### src/include/tiled_rw_config.svh
// tiled rw widths and register map
`ifndef TILED_RW_CONFIG_SVH
`define TILED_RW_CONFIG_SVH

// ddr3 address geometry
`define TRW_ROW_BITS    15 // row address bits
`define TRW_COL8_BITS   7  // column bits in 8-bursts, one page is 128 of them
`define TRW_RC_BITS     22 // {row, col8} combined address

// frame geometry
`define TRW_FW_BITS     13 // frame width, in 8-bursts
`define TRW_FH_BITS     16 // frame height, in lines
`define TRW_TILE_BITS   6  // tile size field, counts go up to 64

// buffer and pipeline
`define TRW_BUF_PAGES   4  // on-chip buffer pages, also the credit limit
`define TRW_RECALC_LAT  7  // cycles from a token start to valid geometry

// register addresses
`define TRW_REG_MODE           4'd0 // {enable, run_n, write_mem}
`define TRW_REG_START_ADDR     4'd2 // {row, col8} of the frame start
`define TRW_REG_FULL_WIDTH     4'd3 // line pitch in 8-bursts
`define TRW_REG_WINDOW_WH      4'd4 // lo width, hi height
`define TRW_REG_WINDOW_X0Y0    4'd5 // lo left, hi top
`define TRW_REG_WINDOW_STARTXY 4'd6 // lo x, hi y relative to the window
`define TRW_REG_TILE_WH        4'd7 // lo tile cols, hi tile rows

`endif

### src/hw/tiled_rw_pkg.sv
// tiled rw types
`include "tiled_rw_config.svh"

package tiled_rw_pkg;

    typedef logic [`TRW_RC_BITS-1:0]            rc_addr_t; // {row, col8}
    typedef logic [`TRW_ROW_BITS-1:0]           row_t;
    typedef logic [`TRW_COL8_BITS-1:0]          col8_t;    // column in 8-bursts
    typedef logic [2:0]                         bank_t;
    typedef logic [`TRW_FW_BITS-1:0]            xpos_t;
    typedef logic [`TRW_FH_BITS-1:0]            ypos_t;
    typedef logic [`TRW_FW_BITS:0]              width_t;   // one extra bit for full width
    typedef logic [`TRW_FH_BITS:0]              height_t;
    typedef logic [`TRW_TILE_BITS:0]            tile_t;    // 1..64
    typedef logic [$clog2(`TRW_BUF_PAGES+1)-1:0] credit_t; // 0..4

    // parallel register write port
    typedef struct packed {
        logic        we;
        logic [3:0]  addr;
        logic [31:0] data;
    } reg_wr_t;

    // everything software programs, except mode
    typedef struct packed {
        rc_addr_t start_addr;
        width_t   full_width;    // pitch between 8-line groups
        width_t   window_width;
        height_t  window_height;
        xpos_t    window_x0;
        ypos_t    window_y0;
        xpos_t    start_x;       // relative to window
        ypos_t    start_y;
        tile_t    tile_cols;
        tile_t    tile_rows;
    } frame_cfg_t;

    typedef struct packed {
        logic enable;    // allow new requests
        logic run_n;     // high holds the channel in reset
        logic write_mem; // 1 writes to memory, 0 reads
    } mode_t;

    // stage 0..2 results
    typedef struct packed {
        xpos_t   frame_x;  // window_x0 + curr_x
        ypos_t   frame_y;  // window_y0 + curr_y
        height_t next_y;   // curr_y + tile_rows
        width_t  row_left; // columns left in the window row
        tile_t   num_cols; // clipped column count of the next transfer
    } geom_t;

    typedef struct packed {
        bank_t bank;
        row_t  row;
        col8_t col;
        tile_t cols_m1;
        tile_t rows_m1;
    } xfer_desc_t;

    typedef enum logic [1:0] {
        IDLE,
        RUN,   // walking tiles, requests allowed
        DRAIN  // last block issued, waiting for done
    } frame_state_e;

endpackage

### src/hw/tiled_rw_regs.sv
// frame parameter registers
`include "tiled_rw_config.svh"

module tiled_rw_regs
    import tiled_rw_pkg::*;
(
    input  logic       rst,         // clock
    input  logic       mclk,        // async reset
    input  reg_wr_t    reg_wr,
    output frame_cfg_t cfg,
    output mode_t      mode,
    output logic       cfg_written  // same cycle as the write
);
    logic [15:0] lo_w; // low word of the write data
    logic [15:0] hi_w; // high word
    logic        hit;  // write to a known address

    assign lo_w = reg_wr.data[15:0];
    assign hi_w = reg_wr.data[31:16];
    assign cfg_written = hit;

    always_comb begin
        hit = 1'b0;
        if (reg_wr.we) begin
            case (reg_wr.addr)
                `TRW_REG_MODE,
                `TRW_REG_START_ADDR,
                `TRW_REG_FULL_WIDTH,
                `TRW_REG_WINDOW_WH,
                `TRW_REG_WINDOW_X0Y0,
                `TRW_REG_WINDOW_STARTXY,
                `TRW_REG_TILE_WH:  hit = 1'b1;
                default:           hit = 1'b0; // unmapped, ignored
            endcase
        end
    end

    always_ff @(posedge rst or posedge mclk) begin
        if (mclk) begin
            cfg  <= '0;
            mode <= '0;
        end else if (hit) begin
            case (reg_wr.addr)
                `TRW_REG_MODE:       mode <= mode_t'(reg_wr.data[2:0]);
                `TRW_REG_START_ADDR: cfg.start_addr <= rc_addr_t'(reg_wr.data);
                `TRW_REG_FULL_WIDTH: cfg.full_width <= width_t'(lo_w);
                `TRW_REG_WINDOW_WH: begin
                    cfg.window_width  <= width_t'(lo_w);  // literal, no zero-is-max
                    cfg.window_height <= height_t'(hi_w);
                end
                `TRW_REG_WINDOW_X0Y0: begin
                    cfg.window_x0 <= xpos_t'(lo_w);
                    cfg.window_y0 <= ypos_t'(hi_w);
                end
                `TRW_REG_WINDOW_STARTXY: begin
                    cfg.start_x <= xpos_t'(lo_w); // loaded into curr_x on frame_start
                    cfg.start_y <= ypos_t'(hi_w);
                end
                `TRW_REG_TILE_WH: begin
                    cfg.tile_cols <= tile_t'(lo_w);
                    cfg.tile_rows <= tile_t'(hi_w);
                end
                default: ;
            endcase
        end
    end

endmodule

### src/hw/tile_geometry.sv
// tile geometry stages
`include "tiled_rw_config.svh"

module tile_geometry
    import tiled_rw_pkg::*;
(
    input  logic                       rst,    // clock
    input  logic                       mclk,   // async reset
    input  frame_cfg_t                 cfg,
    input  xpos_t                      curr_x, // relative to window
    input  ypos_t                      curr_y,
    input  logic [`TRW_RECALC_LAT-1:0] recalc, // one-hot stage enables
    output geom_t                      geom
);
    localparam int PW = `TRW_COL8_BITS + 1; // page counts need 0..128

    typedef logic [PW-1:0] page_t;

    localparam page_t PAGE_COLS = page_t'(1 << `TRW_COL8_BITS);

    page_t page_left; // 8-bursts left in the ddr3 page at frame_x
    tile_t tile_lim;  // tile width limited by the row end

    always_ff @(posedge rst or posedge mclk) begin
        if (mclk) begin
            geom      <= '0;
            page_left <= '0;
            tile_lim  <= '0;
        end else begin
            // stage 0, position in frame terms
            if (recalc[0]) begin
                geom.frame_x  <= cfg.window_x0 + curr_x;
                geom.frame_y  <= cfg.window_y0 + curr_y;
                geom.next_y   <= height_t'(curr_y) + height_t'(cfg.tile_rows);
                geom.row_left <= cfg.window_width - width_t'(curr_x);
            end
            // stage 1, two of the three limits
            if (recalc[1]) begin
                page_left <= PAGE_COLS - page_t'(geom.frame_x[`TRW_COL8_BITS-1:0]);
                tile_lim  <= (geom.row_left < width_t'(cfg.tile_cols)) ?
                             tile_t'(geom.row_left) : cfg.tile_cols;
            end
            // stage 2, page clip last
            if (recalc[2]) begin
                geom.num_cols <= (page_t'(tile_lim) > page_left) ?
                                 tile_t'(page_left) : tile_lim; // rest goes to next xfer
            end
        end
    end

endmodule

### src/hw/tile_address.sv
// transfer descriptor address stages
`include "tiled_rw_config.svh"

module tile_address
    import tiled_rw_pkg::*;
(
    input  logic                       rst,        // clock
    input  logic                       mclk,       // async reset, control flag only
    input  frame_cfg_t                 cfg,
    input  geom_t                      geom,
    input  logic [`TRW_RECALC_LAT-1:0] recalc,
    output xfer_desc_t                 desc,       // valid from token stage 6
    output logic                       last_in_row // valid from token stage 4
);
    localparam int YW = `TRW_FH_BITS - 3;     // frame_y without the bank bits
    localparam int MW = YW + `TRW_FW_BITS + 1; // full product width

    logic [YW-1:0] frame_y8_r;   // operand regs kept next to the multiplier
    width_t        full_width_r;
    rc_addr_t      start_addr_r;
    logic [MW-1:0] mul_w;
    rc_addr_t      mul_rslt;     // 8-line group offset, upper bits dropped
    rc_addr_t      line_start;   // {row, col8} of the line start
    rc_addr_t      row_col_w;

    assign mul_w     = MW'(frame_y8_r) * MW'(full_width_r);
    assign row_col_w = line_start + rc_addr_t'(geom.frame_x);

    // free running, so a dsp block can take the input and output regs
    always_ff @(posedge rst) begin
        frame_y8_r   <= geom.frame_y[`TRW_FH_BITS-1:3]; // valid from stage 2
        full_width_r <= cfg.full_width;
        start_addr_r <= cfg.start_addr;
        mul_rslt     <= mul_w[`TRW_RC_BITS-1:0];       // valid from stage 3
    end

    always_ff @(posedge rst) begin
        if (recalc[4]) begin
            line_start <= start_addr_r + mul_rslt;
        end
        if (recalc[5]) begin
            desc.row     <= row_col_w[`TRW_RC_BITS-1:`TRW_COL8_BITS];
            desc.col     <= row_col_w[`TRW_COL8_BITS-1:0];
            desc.bank    <= geom.frame_y[2:0]; // 8 consecutive lines go to 8 banks
            desc.cols_m1 <= geom.num_cols - 1'b1;
            desc.rows_m1 <= cfg.tile_rows - 1'b1;
        end
    end

    always_ff @(posedge rst or posedge mclk) begin
        if (mclk) begin
            last_in_row <= 1'b0;
        end else if (recalc[3]) begin
            last_in_row <= (width_t'(geom.num_cols) == geom.row_left); // page clip already in num_cols
        end
    end

endmodule

### src/hw/tile_sequencer.sv
// tile walk sequencer
`include "tiled_rw_config.svh"

module tile_sequencer
    import tiled_rw_pkg::*;
(
    input  logic                       rst,         // clock
    input  logic                       mclk,        // async reset
    input  frame_cfg_t                 cfg,
    input  mode_t                      mode,
    input  logic                       cfg_written,
    input  geom_t                      geom,
    input  logic                       last_in_row,
    input  logic                       frame_start,
    input  logic                       next_page,   // buffer side freed a page
    input  logic                       xfer_grant,
    input  logic                       xfer_done,
    output xpos_t                      curr_x,
    output ypos_t                      curr_y,
    output logic [`TRW_RECALC_LAT-1:0] recalc,      // token shifter
    output logic                       xfer_want,
    output logic                       xfer_need,
    output logic                       xfer_start,  // one cycle after grant
    output logic [1:0]                 xfer_page,
    output logic                       frame_done
);
    localparam int LAT = `TRW_RECALC_LAT;
    localparam credit_t FULL = credit_t'(`TRW_BUF_PAGES);

    frame_state_e   state;
    logic [LAT-1:0] valid_sr;   // fills with ones after the last token start
    credit_t        credits;    // free buffer pages
    credit_t        pending;    // started, not yet done
    logic           chn_rst;
    logic           chn_rst_d;
    logic           chn_en;
    logic           calc_valid;
    logic           trig;       // start a new token
    logic           last_block; // final transfer already issued
    logic           last_row;
    logic           pre_want;
    logic           done_w;

    assign chn_rst    = mode.run_n;
    assign chn_en     = mode.enable & ~mode.run_n;
    assign calc_valid = valid_sr[LAT-1];
    assign last_block = (state == DRAIN);
    assign last_row   = (geom.next_y >= cfg.window_height); // >= forgives odd heights
    // token follows the position update, so stage 0 sees the new curr_x
    assign trig       = xfer_start | frame_start | cfg_written | (chn_rst_d & ~chn_rst);
    assign pre_want   = (state == RUN) && chn_en && calc_valid && (credits != '0) &&
                        !xfer_start && !xfer_want && !last_block;
    assign done_w     = last_block && xfer_done && !xfer_start && (pending == credit_t'(1));

    always_ff @(posedge rst or posedge mclk) begin
        if (mclk) begin
            chn_rst_d <= 1'b0;
            recalc    <= '0;
            valid_sr  <= '0;
        end else begin
            chn_rst_d <= chn_rst;
            recalc    <= chn_rst ? '0 : {recalc[LAT-2:0], trig};
            if (chn_rst || trig)
                valid_sr <= '0;
            else
                valid_sr <= {valid_sr[LAT-2:0], 1'b1};
        end
    end

    // frame state
    always_ff @(posedge rst or posedge mclk) begin
        if (mclk) begin
            state <= IDLE;
        end else if (chn_rst) begin
            state <= IDLE;
        end else if (frame_start) begin
            state <= RUN; // restart even mid-frame
        end else begin
            case (state)
                RUN:     if (xfer_start && last_in_row && last_row) state <= DRAIN;
                DRAIN:   if (done_w) state <= IDLE;
                default: state <= IDLE;
            endcase
        end
    end

    // request, grant and start
    always_ff @(posedge rst or posedge mclk) begin
        if (mclk) begin
            xfer_want  <= 1'b0;
            xfer_need  <= 1'b0;
            xfer_start <= 1'b0;
        end else begin
            xfer_start <= xfer_grant & ~chn_rst;
            if (chn_rst || xfer_grant)
                xfer_want <= 1'b0;
            else if (pre_want)
                xfer_want <= 1'b1;
            if (chn_rst || xfer_grant)
                xfer_need <= 1'b0;
            else if (pre_want && (credits == FULL))
                xfer_need <= 1'b1; // buffer side is idle
        end
    end

    // credits and outstanding transfers
    always_ff @(posedge rst or posedge mclk) begin
        if (mclk) begin
            credits   <= '0;
            pending   <= '0;
            xfer_page <= '0;
        end else begin
            if (frame_start)
                credits <= mode.write_mem ? '0 : FULL; // write waits for filled pages
            else if (xfer_start && !next_page)
                credits <= credits - 1'b1;
            else if (!xfer_start && next_page && (credits != FULL))
                credits <= credits + 1'b1;
            if (chn_rst)
                pending <= '0;
            else if (xfer_start && !xfer_done)
                pending <= pending + 1'b1;
            else if (!xfer_start && xfer_done && (pending != '0))
                pending <= pending - 1'b1;
            if (xfer_done)
                xfer_page <= xfer_page + 1'b1; // wraps over the 4 pages
        end
    end

    // tile position and frame done
    always_ff @(posedge rst or posedge mclk) begin
        if (mclk) begin
            curr_x     <= '0;
            curr_y     <= '0;
            frame_done <= 1'b0;
        end else begin
            frame_done <= done_w;
            if (chn_rst || frame_start) begin
                curr_x <= cfg.start_x;
                curr_y <= cfg.start_y;
            end else if (xfer_start) begin
                curr_x <= last_in_row ? '0 : curr_x + xpos_t'(geom.num_cols);
                if (last_in_row)
                    curr_y <= geom.next_y[`TRW_FH_BITS-1:0]; // next tile row
            end
        end
    end

endmodule

### src/hw/tiled_rw_top.sv
// tiled rw channel top
`include "tiled_rw_config.svh"

module tiled_rw_top
    import tiled_rw_pkg::*;
(
    input  logic       rst,         // clock
    input  logic       mclk,        // async reset, active high
    input  reg_wr_t    reg_wr,
    input  logic       frame_start,
    input  logic       next_page,
    input  logic       xfer_grant,
    input  logic       xfer_done,
    output logic       xfer_want,
    output logic       xfer_need,
    output logic       xfer_start,
    output xfer_desc_t xfer_desc,   // valid with xfer_start
    output width_t     rowcol_inc,  // {row, col8} step to the next line group
    output logic [1:0] xfer_page,
    output logic       frame_done
);
    frame_cfg_t                 cfg;
    mode_t                      mode;
    logic                       cfg_written;
    geom_t                      geom;
    logic                       last_in_row;
    xpos_t                      curr_x;
    ypos_t                      curr_y;
    logic [`TRW_RECALC_LAT-1:0] recalc;

    assign rowcol_inc = cfg.full_width;

    tiled_rw_regs u_regs (
        .rst         (rst),
        .mclk        (mclk),
        .reg_wr      (reg_wr),
        .cfg         (cfg),
        .mode        (mode),
        .cfg_written (cfg_written)
    );

    tile_geometry u_geom (
        .rst    (rst),
        .mclk   (mclk),
        .cfg    (cfg),
        .curr_x (curr_x),
        .curr_y (curr_y),
        .recalc (recalc),
        .geom   (geom)
    );

    tile_address u_addr (
        .rst         (rst),
        .mclk        (mclk),
        .cfg         (cfg),
        .geom        (geom),
        .recalc      (recalc),
        .desc        (xfer_desc),
        .last_in_row (last_in_row)
    );

    tile_sequencer u_seq (
        .rst         (rst),
        .mclk        (mclk),
        .cfg         (cfg),
        .mode        (mode),
        .cfg_written (cfg_written),
        .geom        (geom),
        .last_in_row (last_in_row),
        .frame_start (frame_start),
        .next_page   (next_page),
        .xfer_grant  (xfer_grant),
        .xfer_done   (xfer_done),
        .curr_x      (curr_x),
        .curr_y      (curr_y),
        .recalc      (recalc),
        .xfer_want   (xfer_want),
        .xfer_need   (xfer_need),
        .xfer_start  (xfer_start),
        .xfer_page   (xfer_page),
        .frame_done  (frame_done)
    );

endmodule

### config.mk
export PLATFORM = sky130hd
export DESIGN_NAME = tiled_rw_top
export DESIGN_NICKNAME = d
export VERILOG_FILES = /design/src/hw/tiled_rw_pkg.sv /design/src/hw/tiled_rw_regs.sv /design/src/hw/tile_geometry.sv /design/src/hw/tile_address.sv /design/src/hw/tile_sequencer.sv /design/src/hw/tiled_rw_top.sv
export VERILOG_INCLUDE_DIRS = /design/src /design/src/include
export SDC_FILE = /design/constraint.sdc
export NUM_CORES = 1
export LEC_CHECK = 0
export ABC_AREA = 1
export BUFFER_PORTS_ARGS = -buffer_cell sky130_fd_sc_hd__buf_2
export CORE_ASPECT_RATIO = 0.8
export CORE_MARGIN = 1
export CORE_UTILIZATION = 62
export DETAILED_ROUTE_END_ITERATION = 10
export GPL_TIMING_DRIVEN = 0
export PLACE_DENSITY = 0.81
export SYNTH_ARGS = -nofsm -noshare
export SYNTH_HDL_FRONTEND = slang
export SYNTH_SLANG_ARGS = --single-unit
### constraint.sdc
create_clock -name rst -period 10.9 [get_ports rst]
set_input_delay 2.18 -clock rst [delete_from_list [all_inputs] [get_ports rst]]
set_output_delay 2.18 -clock rst [all_outputs]
set_load 0.05 [all_outputs]
# Word-level counts from Yosys, hierarchy flattened
# Cells that the tools add are included.
[word_totals]
ff_bits = 413
latchBits = 0
mem_bits_rw = 0
mem_bits_ro = 0
inputBits = 43
out_inout_bits = 59
elab_cells = 157
n_memories = 0
[classes]
addsub = 15
multipliers = 1
div_mod_pow = 0
order_cmp = 3
eq_ne = 14
n_shift = 0
n_mux = 28
bitwise = 7
n_reduce_logical = 45
[op_table]
columns = ["operator", "n"]
rows = [
  ["$mux 16", 3],
  ["$mux 13", 3],
  ["$add 22x13->22", 1],
  ["$add 22x22->22", 1],
  ["$mul 13x14->22", 1],
  ["$mux 3", 7],
  ["$mux 7", 3],
  ["$logic_and 1x1->1", 18],
  ["$reduce_and 2->1", 9],
  ["$add 16x7->17", 1],
  ["$ge 17x16->1", 1],
  ["$add 16x16->16", 1],
  ["$eq 4x3->1 const B", 4],
  ["$eq 7x14->1", 1],
  ["$lt 14x7->1", 1],
  ["$sub 14x13->14", 1],
  ["$sub 7x1->7 const B", 2],
  ["$add 13x13->13", 1],
  ["$add 13x7->13", 1],
  ["$reduce_bool 3->1", 4],
  ["$eq 4x2->1 const B", 2],
  ["$gt 7x8->1", 1],
  ["$mux 2", 4],
  ["$ne 4x4->1 const B", 2],
  ["other kinds (20)", 40],
]

# Longest topological paths before layout
# Gate-level depths: netlist of the first run.
[depth]
depth_word = 11
depth_mapped = 22
depth_no_buf = 21

# Modules after synthesis
# A second synthesis of the first run with hierarchy kept.
[unflattened]
cells_unflattened = 3405
area_unflattened_um2 = 27077.2
[by_module_without_submodules]
columns = ["mod", "n_inst", "cells_each", "area_each_um2", "seq_area_each_um2"]
rows = [
  ["tile_address", 1, 1390, 11444.7, 3278.1],
  ["tile_geometry", 1, 1012, 6666.4, 2052.0],
  ["tiled_rw_regs", 1, 550, 5431.5, 3528.4],
  ["tile_sequencer", 1, 453, 3534.6, 1451.4],
]

# Least setup slack after synthesis of the first run
# OpenSTA, ideal clock, no wires.
[synth_path]
path_type = "register to register"
startpoint = "reg u_addr.full_width_r[6]"
endpoint = "reg u_addr.mul_rslt[21]"
setup_ps = 112
t_arrival_ps = 4574
t_required_ps = 10788
path_slack_ps = 6214
stages_incl_launch_ff = 22
n_path_buf = 1
period_less_slack_ps = 4686
path_cell_list = "dfxtp_1 clkbuf_1 nand2_1 fa_1 inv_1 fa_1 inv_1 fa_1 inv_1 fa_1 inv_1 fa_1 inv_1 ha_1 nand2_1 nor2_1 and3_1 nand4_1 nand3_1 inv_1 nand2_1 nand2_1"
[synth_between]
elab_chain_cells = 1
[synth_lines]
columns = ["element", "line", "rtl"]
rows = [
  ["from (decl)", "tile_address.sv:19", "width_t full_width_r;"],
  ["from (signal assigned)", "tile_address.sv:32", "full_width_r <= cfg.full_width;"],
  ["$mul 13x14->22", "tile_address.sv:26", "assign mul_w = MW'(frame_y8_r) * MW'(full_width_r);"],
  ["named net u_addr.mul_w[21]", "tile_address.sv:21", "logic [MW-1:0] mul_w;"],
  ["to (signal assigned)", "tile_address.sv:34", "mul_rslt <= mul_w[`TRW_RC_BITS-1:0];"],
  ["to (decl)", "tile_address.sv:22", "rc_addr_t mul_rslt;"],
]
# The timed path passes the listed nets, and every way through them passes these cells.
# A chain may end at the register's enable or synchronous reset.

# Worst setup path in the final report of the first run
[layout_path]
startpoint = "reg u_addr.frame_y8_r[7]"
endpoint = "reg u_addr.mul_rslt[21]"
[layout_between]
elab_chain_cells = 1
[layout_lines]
columns = ["element", "line", "rtl"]
rows = [
  ["from (decl)", "tile_address.sv:18", "logic [YW-1:0] frame_y8_r;"],
  ["from (signal assigned)", "tile_address.sv:31", "frame_y8_r <= geom.frame_y[`TRW_FH_BITS-1:3];"],
  ["$mul 13x14->22", "tile_address.sv:26", ""],
  ["named net u_addr.mul_w[21]", "tile_address.sv:21", ""],
]
# The timed path passes the listed nets, and every way through them passes these cells.

==> flow_metrics.tcl, run 1 <==
set metrics [dict create \
    status "finished, final reports clean" \
    rsz0062_at_grt "no" \
    slowest_delay_ns 0.58 \
    worstHoldStart "u_geom.geom[53]" \
    htreeDepth 2 \
    skew_ns 0.0210 \
    wirelength_mm 75.3 \
    insertion_delay_ns 0.57 \
    start_util_pct 62.9 \
    critPathLaunchType "flip-flop" \
    path_max_fanout 10 \
    antenna_found_initial 3 \
    max_cap_violations 0 \
    clock-root-buffer "clkbuf_16" \
    crit_top_cell "inv_1" \
    relSlewSlack_pct 25.9 \
    grt_pass1_vias 22100 \
    slowest_stage "clkbuf_1" \
    syn_avg_cell_area_um2 8.15 \
    async_reset_ff_share_pct 68.0 \
    cp-end-kind "flip-flop" \
    wl_met1_mm 32.8 \
    syn_nets 3579 \
    remaining_drc_errors 0 \
    seq_area_mm2 0.0103 \
    ioPinCount 102 \
    path_cells "clkbuf_1, nand2_1, inv_1, fa_1, fa_1, inv_1, fa_1, inv_1, fa_1, inv_1, fa_1, inv_1, ha_1, nand2_1, nor2_1, and3_1, nand4_1, nand3_1, inv_1, nand2_1, nand2_1" \
    timing.rr.end "u_addr.mul_rslt[21]" \
    cts_setup_buffers 0 \
    fillerInstances 3357 \
    cp-startpoint "u_addr.frame_y8_r[7]" \
    numClockSinks 413 \
    cp.required_ns 11.35 \
    multi_input_area_mm2 0.0134 \
    ys_types 45 \
    top_layer "met4" \
    ys_ff_latch 413 \
    synth_enable_flop_cells 61 \
    cp_top_family "adder cells" \
    cp_num_cells 21 \
    grt_pass1_wl_mm 120 \
    crit_type "reg -> reg" \
    drv_slew 0 \
    synthCells 3229 \
    grt_max_degree 132 \
    yosys-top-cells-area "dfrtp_1, nand2_1, fa_1" \
    rows 67 \
    die_area_mm2 0.0433 \
    cts_resized 0 \
    max_freq_ghz 0.180 \
    wl_per_cell_um 19.0 \
    synth_ff_type "dfrtp_1" \
    hp-class "reg -> reg" \
    clk_path_buf_depth 3 \
    drtIter0Drc 2324 \
    stdcell_count 3963 \
    r2r_cells 21 \
    critPathArrivalTime_ns 6.02 \
    met2RoutedLength_mm 32.8 \
    critPathBufInv 7 \
    cp-endpoint "u_addr.mul_rslt[21]" \
    dp_hpwl_mm 58.5 \
    hold_path_depth 0 \
    first_pass_iters 6 \
    tightest_slew_ns 1.11 \
    synth_top_area_share_pct 26.7 \
    numCtsBuffers 42 \
    die_y_um 186 \
    syn-cell-area_mm2 0.0263 \
    coreArea_mm2 0.0418 \
    setup_viol 0 \
    cts.reportedPaths.clkPinSlew_ns 0.07 \
    rrSetupSlack_ns 5.34 \
    via_count 22500 \
    place.gp.congestion 0.963 \
    drt-vias-per-instance 5.69 \
    dp.cells 3884 \
    nets 3726 \
    yosysWarningCount 0 \
    wl_met3_mm 7.18 \
    port-buffer-count 100 \
    postRouteAntennaNets 0 \
    die_x_um 232 \
    cts_tree "done" \
    synth-seq-area-share_pct 39.1 \
    synth_top_area_cell "dfrtp_1" \
    hold_buffers 0 \
    syn_to_final_growth_pct 10.3 \
    drive_above_1_share_pct 7.04 \
    grt_overflow 0 \
    post-route-util_pct 69.4 \
    period_minus_slack_ns 5.56 \
    r2r_start "u_addr.frame_y8_r[7]" \
    hold_viol 0 \
    fin_crit_sh_pct 51.1 \
    grt_usage_pct 35.8 \
]
Yosys cell counts, drive strengths merged (11+ instances only):
cell and n:
a21o 11, dfxtp 71, clkbuf 58, dfrtp 281, inv 568, xnor2 16
a31oi 18, fa 132, a21oi 201, ha 175, o21ai 219, o22ai 17
xor2 53, edfxtp 61, nand2 756, buf 42, nand4 40, nor3 34
nand3 189, nor2 219
worst min path at each step:
stage	endpoint	slack (ns)
floorplan	u_addr.start_addr_r[14]	0.34
global placement	u_addr.start_addr_r[14]	0.35
detailed placement	u_addr.start_addr_r[0]	0.35
CTS	u_addr.frame_y8_r[12]	0.36
global route	u_addr.frame_y8_r[12]	0.37
finish	u_addr.frame_y8_r[12]	0.37
layout make-up:
type | instances | area share (%)
Tap cell | 552 | 2.38
Timing Repair Buffer | 103 | 1.98
Antenna cell | 1 | 0.00862
Sequential cell | 413 | 35.4
Inverter | 569 | 7.38
Multi-Input combinational cell | 2147 | 46.2
Clock inverter | 11 | 0.526
Clock buffer | 67 | 4.43
Buffer | 100 | 1.64
metal layers:
metal  global-route usage [%]  vias up
met3                     7.70      168
met2                     55.0     1035
met1                     50.6    10800
met4                     12.1        0
li1                         -    10600
met5                        0        -
sequential cells by signal, summed over array words and instances, names as in the netlist, 14 cells and up:
| register | flops |
|---|---|
| u_addr.desc | 39 |
| u_regs.cfg | 138 |
| u_addr.line_start | 22 |
| u_addr.mul_rslt | 22 |
| u_geom.geom | 67 |
| u_addr.start_addr_r | 22 |
| u_addr.full_width_r | 14 |
| u_seq.curr_y | 16 |
cell families after synthesis:
group                    Yosys count  synth area share [%]
adder cells (fa/ha/maj)          307                  18.4
buffers and inverters            669                  9.93
XOR/XNOR                          69                  2.30
flip-flops                       413                  39.1
AO/OA/AOI/OAI                    505                  10.3
multiplexers                       4                 0.171
AND/OR/NAND/NOR                 1262                  19.9
through the flow:
stage               hold WS (ns)  setup WS [ns]  TNS, ns  area (um^2)
floorplan                  0.342          0.969        0        26300
global placement           0.350          -2.01  -548.05        27500
detailed placement         0.352           5.43        0        27600
CTS                        0.362           5.38        0        29000
global route               0.367           5.05        0        29000
finish                     0.365           5.34        0        29000
layout by cell type, fill, tap and decap left out, types with 4 or more instances in the layout:
cell and count:
clkbuf_16 43, o21bai_1 6, dfxtp_1 71, clkbuf_1 70
inv_2 4, ha_1 175, o211ai_1 6, fa_1 132
dfrtp_1 280, buf_4 17, xnor2_1 16, clkinv_2 5
nor3_1 29, mux2_2 4, a22oi_1 7, xor2_1 53
o21a_1 8, or2_2 10, o21ai_0 217, a21oi_1 201
buf_2 124, a31oi_1 18, nand3_1 189, o22ai_1 17
a21o_1 11, edfxtp_1 61, a21boi_0 6, clkbuf_8 12
inv_1 563, nand2_1 756, nand3b_1 5, nor2_1 217
nand4_1 40
Power of run 1 is not shown: default switching activity piles up to over one toggle a cycle in this logic, so the estimate is an artifact.
==> run 2, diff against run 1 <==
ABC_AREA = 0   (was 1)
clock period = 5.4 ns   (was 10.9 ns; I/O delays follow)
==> flow_metrics.tcl, run 2 <==
set metrics [dict create \
    critPathLaunchType "flip-flop" \
    max_freq_ghz 0.193 \
    yosysWarningCount 0 \
    regMostFlops "u_regs.cfg" \
    final_cell_mix "dfrtp_1, inv_1, nand2_1, ha_1, mux2_2" \
    dp_hpwl_mm 48.7 \
    crit_top_cell "fa_1" \
    crit_type "reg -> reg" \
    critPathArrivalTime_ns 5.63 \
    htreeDepth 2 \
    die_x_um 227 \
    hold_slack_ns 0.364 \
    postRouteAntennaNets 0 \
    tightest_slew_ns 1.41 \
    synth-seq-area-share_pct 41.1 \
    slowest_stage "fa_1" \
    path_cells "buf_6, nand2_1, fa_1, fa_1, inv_1, fa_1, fa_1, inv_1, fa_1, inv_1, ha_4, a21o_1, a21o_1, a21oi_4, nand4_1, a31o_2, a21oi_2, xnor2_2" \
    synthMostInstantiatedCell "dfrtp_1" \
    antenna_cells 0 \
    yosys-top-cells-count "dfrtp_1, inv_1, nand2_1, ha_1, mux2_2" \
    fin_ws_ns 0.207 \
    preCtsSetupSlack_ns -0.503 \
    ioPinCount 102 \
    via_count 18300 \
    skew_ns 0.0223 \
    die_y_um 182 \
    insertion_delay_ns 0.56 \
    grt_overflow 0 \
    largest_reg_flops 138 \
    relSlewSlack_pct 5.49 \
    wirelength_mm 63.1 \
    path_max_fanout 10 \
    clock-root-buffer "clkbuf_16" \
    setup-tns-final_ns 0 \
    ys_ff_latch 413 \
    ys_types 72 \
    final_common_cell "dfrtp_1" \
    hp-class "reg -> reg" \
    post-route-util_pct 70.5 \
    synth_ff_type "dfrtp_1" \
    syn-cell-area_mm2 0.0250 \
    syn_nets 2722 \
    period_minus_slack_ns 5.19 \
    synth_enable_flop_cells 61 \
    die_area_mm2 0.0411 \
    synthCells 2372 \
    cp.required_ns 5.84 \
    nets 2869 \
    coreArea_mm2 0.0396 \
    cts_tree "done" \
    grt_usage_pct 31.6 \
    max_cap_violations 0 \
    wl_per_cell_um 20.4 \
    rows 65 \
    drt-vias-per-instance 5.93 \
    port-buffer-count 99 \
    numClockSinks 413 \
    antenna_found_initial 1 \
    syn_to_final_growth_pct 11.7 \
    start_util_pct 63.1 \
    setup_viol 0 \
    drv_slew 0 \
    clk_path_buf_depth 3 \
    place.gp.congestion 0.941 \
    grt_pass1_vias 18600 \
    slowest_delay_ns 0.55 \
    cts.reportedPaths.clkPinSlew_ns 0.06 \
    drive_above_1_share_pct 16.3 \
    first_pass_iters 5 \
    hold_viol 0 \
    cp_top_family "adder cells" \
    async_reset_ff_share_pct 68.0 \
    drtIter0Drc 1365 \
    grt_max_degree 43 \
    syn_avg_cell_area_um2 10.5 \
    synth_top_area_share_pct 28.1 \
    yosys-top-cells-area "dfrtp_1, fa_1, ha_1" \
    remaining_drc_errors 0 \
    numCtsBuffers 40 \
    hold_buffers 0 \
    critPathBufInv 4 \
    grt_pass1_wl_mm 99.6 \
    reg_top3 "u_regs.cfg x138, u_geom.geom x67, u_addr.desc x39" \
    synth_top_area_cell "dfrtp_1" \
    fin_crit_sh_pct 96.2 \
    status "finished, final reports clean" \
    cp-end-kind "flip-flop" \
]
-- run 2: routing by layer --
layer	routed length, um	track usage (%)	part of all wire [%]
met3	4580	5.53	7.3
met1	27200	44.1	43
met5	0	0	0
met2	28400	48.6	45
met4	2940	14.2	4.7
-- run 2: worst paths after layout --
| path | startpoint | end | slack [ns] | cells past startpoint |
|---|---|---|---|---|
| hold reg to reg | u_regs.cfg[131] | u_addr.start_addr_r[14] | 0.36 | 0 |
| max in group asynchronous | mclk | u_regs.cfg[134] | 3.64 | 5 |
| min in group asynchronous | mclk | u_geom.geom[2] | 0.61 | 2 |
| hold / removal | u_regs.cfg[131] | u_addr.start_addr_r[14] | 0.36 | 0 |
| setup reg to reg | u_addr.frame_y8_r[6] | u_addr.mul_rslt[21] | 0.21 | 18 |
| setup / recovery | u_addr.frame_y8_r[6] | u_addr.mul_rslt[21] | 0.21 | 18 |
-- run 2: logic make-up after synthesis --
| kind of cell | synth area share [%] |
|---|---|
| AND/OR/NAND/NOR | 11.9 |
| flip-flops | 41.1 |
| AO/OA/AOI/OAI | 10.0 |
| buffers and inverters | 5.54 |
| adder cells (fa/ha/maj) | 19.3 |
| multiplexers | 7.79 |
| XOR/XNOR | 4.31 |
-- run 2: cell type report --
cell class	instances	area, um^2
plain buffers	84	510
clock buffers	55	1200
clock inverters	19	158
fillers	2890	11700
inverters	265	998
multi-input cells	1606	13400
flip-flops and latches	413	10300
well taps	536	671
repair buffers	109	671
-- run 2: stage by stage --
step / instance area, um^2 / std cells
floorplan: 25000 / 2372
global placement: 26200 / 3007
detailed placement: 26300 / 3015
CTS: 27800 / 3086
global route: 27900 / 3087
finish: 27900 / 3087
-- run 2: repair_timing --
item	4_1_cts	5_1_grt
gates cloned	0	0
resized for setup	53	52
setup endpoints to repair	6	3
pin swaps	0	6
setup buffers	0	2
Power of run 2 is left out for the same reason.
==> run 3, diff against run 2 <==
CORE_UTILIZATION = 45   (was 62)
HOLD_SLACK_MARGIN = 0.1   (was default)
PLACE_DENSITY = 0.62   (was 0.81)
==> flow_metrics.tcl, run 3 (synthesis gave the netlist of run 2 again) <==
set metrics [dict create \
    status "finished, final reports clean" \
    die_x_um 266 \
    setup_viol 0 \
    stdcell_area_mm2 0.0284 \
    clock-root-buffer "clkbuf_16" \
    reg_top3 "u_regs.cfg x138, u_geom.geom x67, u_addr.desc x39" \
    wl_per_cell_um 19.9 \
    first_pass_iters 5 \
    period_minus_slack_ns 5.19 \
    final_common_cell "dfrtp_1" \
    port-buffer-count 99 \
    drt-vias-per-instance 5.38 \
    start_util_pct 46.0 \
    setup-tns-final_ns 0 \
    regMostFlops "u_regs.cfg" \
    grt_max_degree 40 \
    wirelength_mm 65.7 \
    remaining_drc_errors 0 \
    use_met1_pct 35.0 \
    ioPinCount 102 \
    cts.reportedPaths.clkPinSlew_ns 0.06 \
    dp_hpwl_mm 51.0 \
    stdcell_count 3301 \
    syn_to_final_growth_pct 13.6 \
    antenna_cells 0 \
    grt_usage_pct 24.2 \
    met3_usage_pct 2.93 \
    cp-end-kind "flip-flop" \
    final_cell_mix "dfrtp_1, inv_1, nand2_1, ha_1, mux2_2" \
    drtIter0Drc 1158 \
    rows 76 \
    numClockSinks 413 \
    max_cap_violations 0 \
    die_y_um 213 \
    critPathArrivalTime_ns 5.68 \
    postRouteAntennaNets 0 \
    numCtsBuffers 44 \
    htreeDepth 2 \
    cp.required_ns 5.88 \
    coreArea_mm2 0.0544 \
    place.gp.congestion 0.887 \
    clk_path_buf_depth 3 \
    grt_pass1_vias 18200 \
    insertion_delay_ns 0.59 \
    dpl-instance-area_mm2 0.0266 \
    max_freq_ghz 0.193 \
    rsz0062_at_grt "no" \
    cts_tree "done" \
    relSlewSlack_pct 20.9 \
    skew_ns 0.0267 \
    hp-class "reg -> reg" \
    grt.busiest_layer "met2" \
    largest_reg_flops 138 \
    antenna_found_initial 2 \
    via_count 17800 \
    met2_usage_pct 38.5 \
    die_area_mm2 0.0565 \
    crit_type "reg -> reg" \
    fin_crit_sh_pct 96.2 \
    grt_overflow 0 \
    drive_above_1_share_pct 16.4 \
    path_max_fanout 10 \
    tightest_slew_ns 1.19 \
    nets 2874 \
    hold_viol 0 \
    dp.cells 3221 \
    drv_slew 0 \
    grt_pass1_wl_mm 105 \
    critPathLaunchType "flip-flop" \
    post-route-util_pct 52.2 \
]
## run 3: changes by cell type in the layout (fill, tap and decap cells not counted), sizes merged
| cell | delta |
|---|---|
| bufinv | +2 |
| inv | -1 |
| buf | -2 |
| clkbuf | +15 |
| clkinv | -5 |
## run 3: critical path: stages, from the launching register on
cell      delay, ns
dfxtp_4        0.38
clkbuf_4       0.18
and2_1         0.17
fa_1           0.53
inv_1          0.05
fa_1           0.54
inv_1          0.06
fa_1           0.49
fa_1           0.51
inv_1          0.07
fa_1           0.55
inv_1          0.05
ha_1           0.23
or3_1          0.43
a211oi_4       0.23
nor2_2         0.10
a21o_1         0.18
a21oi_1        0.19
xnor2_1        0.17
## run 3: path summary, 6_finish.rpt
kind | from | to | slack, ns | depth (start not counted)
max in group asynchronous | mclk | u_regs.cfg[4] | 3.81 | 5
min in group asynchronous | mclk | u_geom.geom[5] | 0.53 | 2
setup reg to reg | u_addr.frame_y8_r[3] | u_addr.mul_rslt[16] | 0.21 | 18
hold reg to reg | u_regs.cfg[138] | u_addr.start_addr_r[21] | 0.36 | 0
hold / removal | u_regs.cfg[138] | u_addr.start_addr_r[21] | 0.36 | 0
setup / recovery | u_addr.frame_y8_r[3] | u_addr.mul_rslt[16] | 0.21 | 18
## run 3: repair_timing
action | CTS | global route
setup endpoints to repair | 8 | 5
pin swaps | 0 | 3
setup buffers | 0 | 1
hold buffers | 0 | 0
resized for setup | 59 | 49
## run 3: area by class of cell
class | instances | area (um^2)
buffer | 85 | 533
timing repair buffer | 109 | 698
fill | 4893 | 26000
sequential | 413 | 10300
clock inverter | 15 | 211
clock buffer | 67 | 1320
inverter | 265 | 998
multi-input combinational | 1606 | 13400
tap | 741 | 927
## run 3: through the flow
stage	setup slack [ns]	hold WS, ns
after floorplan	0.457	0.342
after global placement	-1.23	0.347
after detailed placement	-0.558	0.349
after CTS	0.0109	0.363
after global routing	0.00756	0.371
final	0.206	0.360
## run 3: metal layers
layer  vias up  routed length, um
met1      8935              31000
met2       438              30000
met5         -                  0
met4         0               1440
li1       8323                  -
met3        77               3220
Power of run 3 is left out for the same reason.
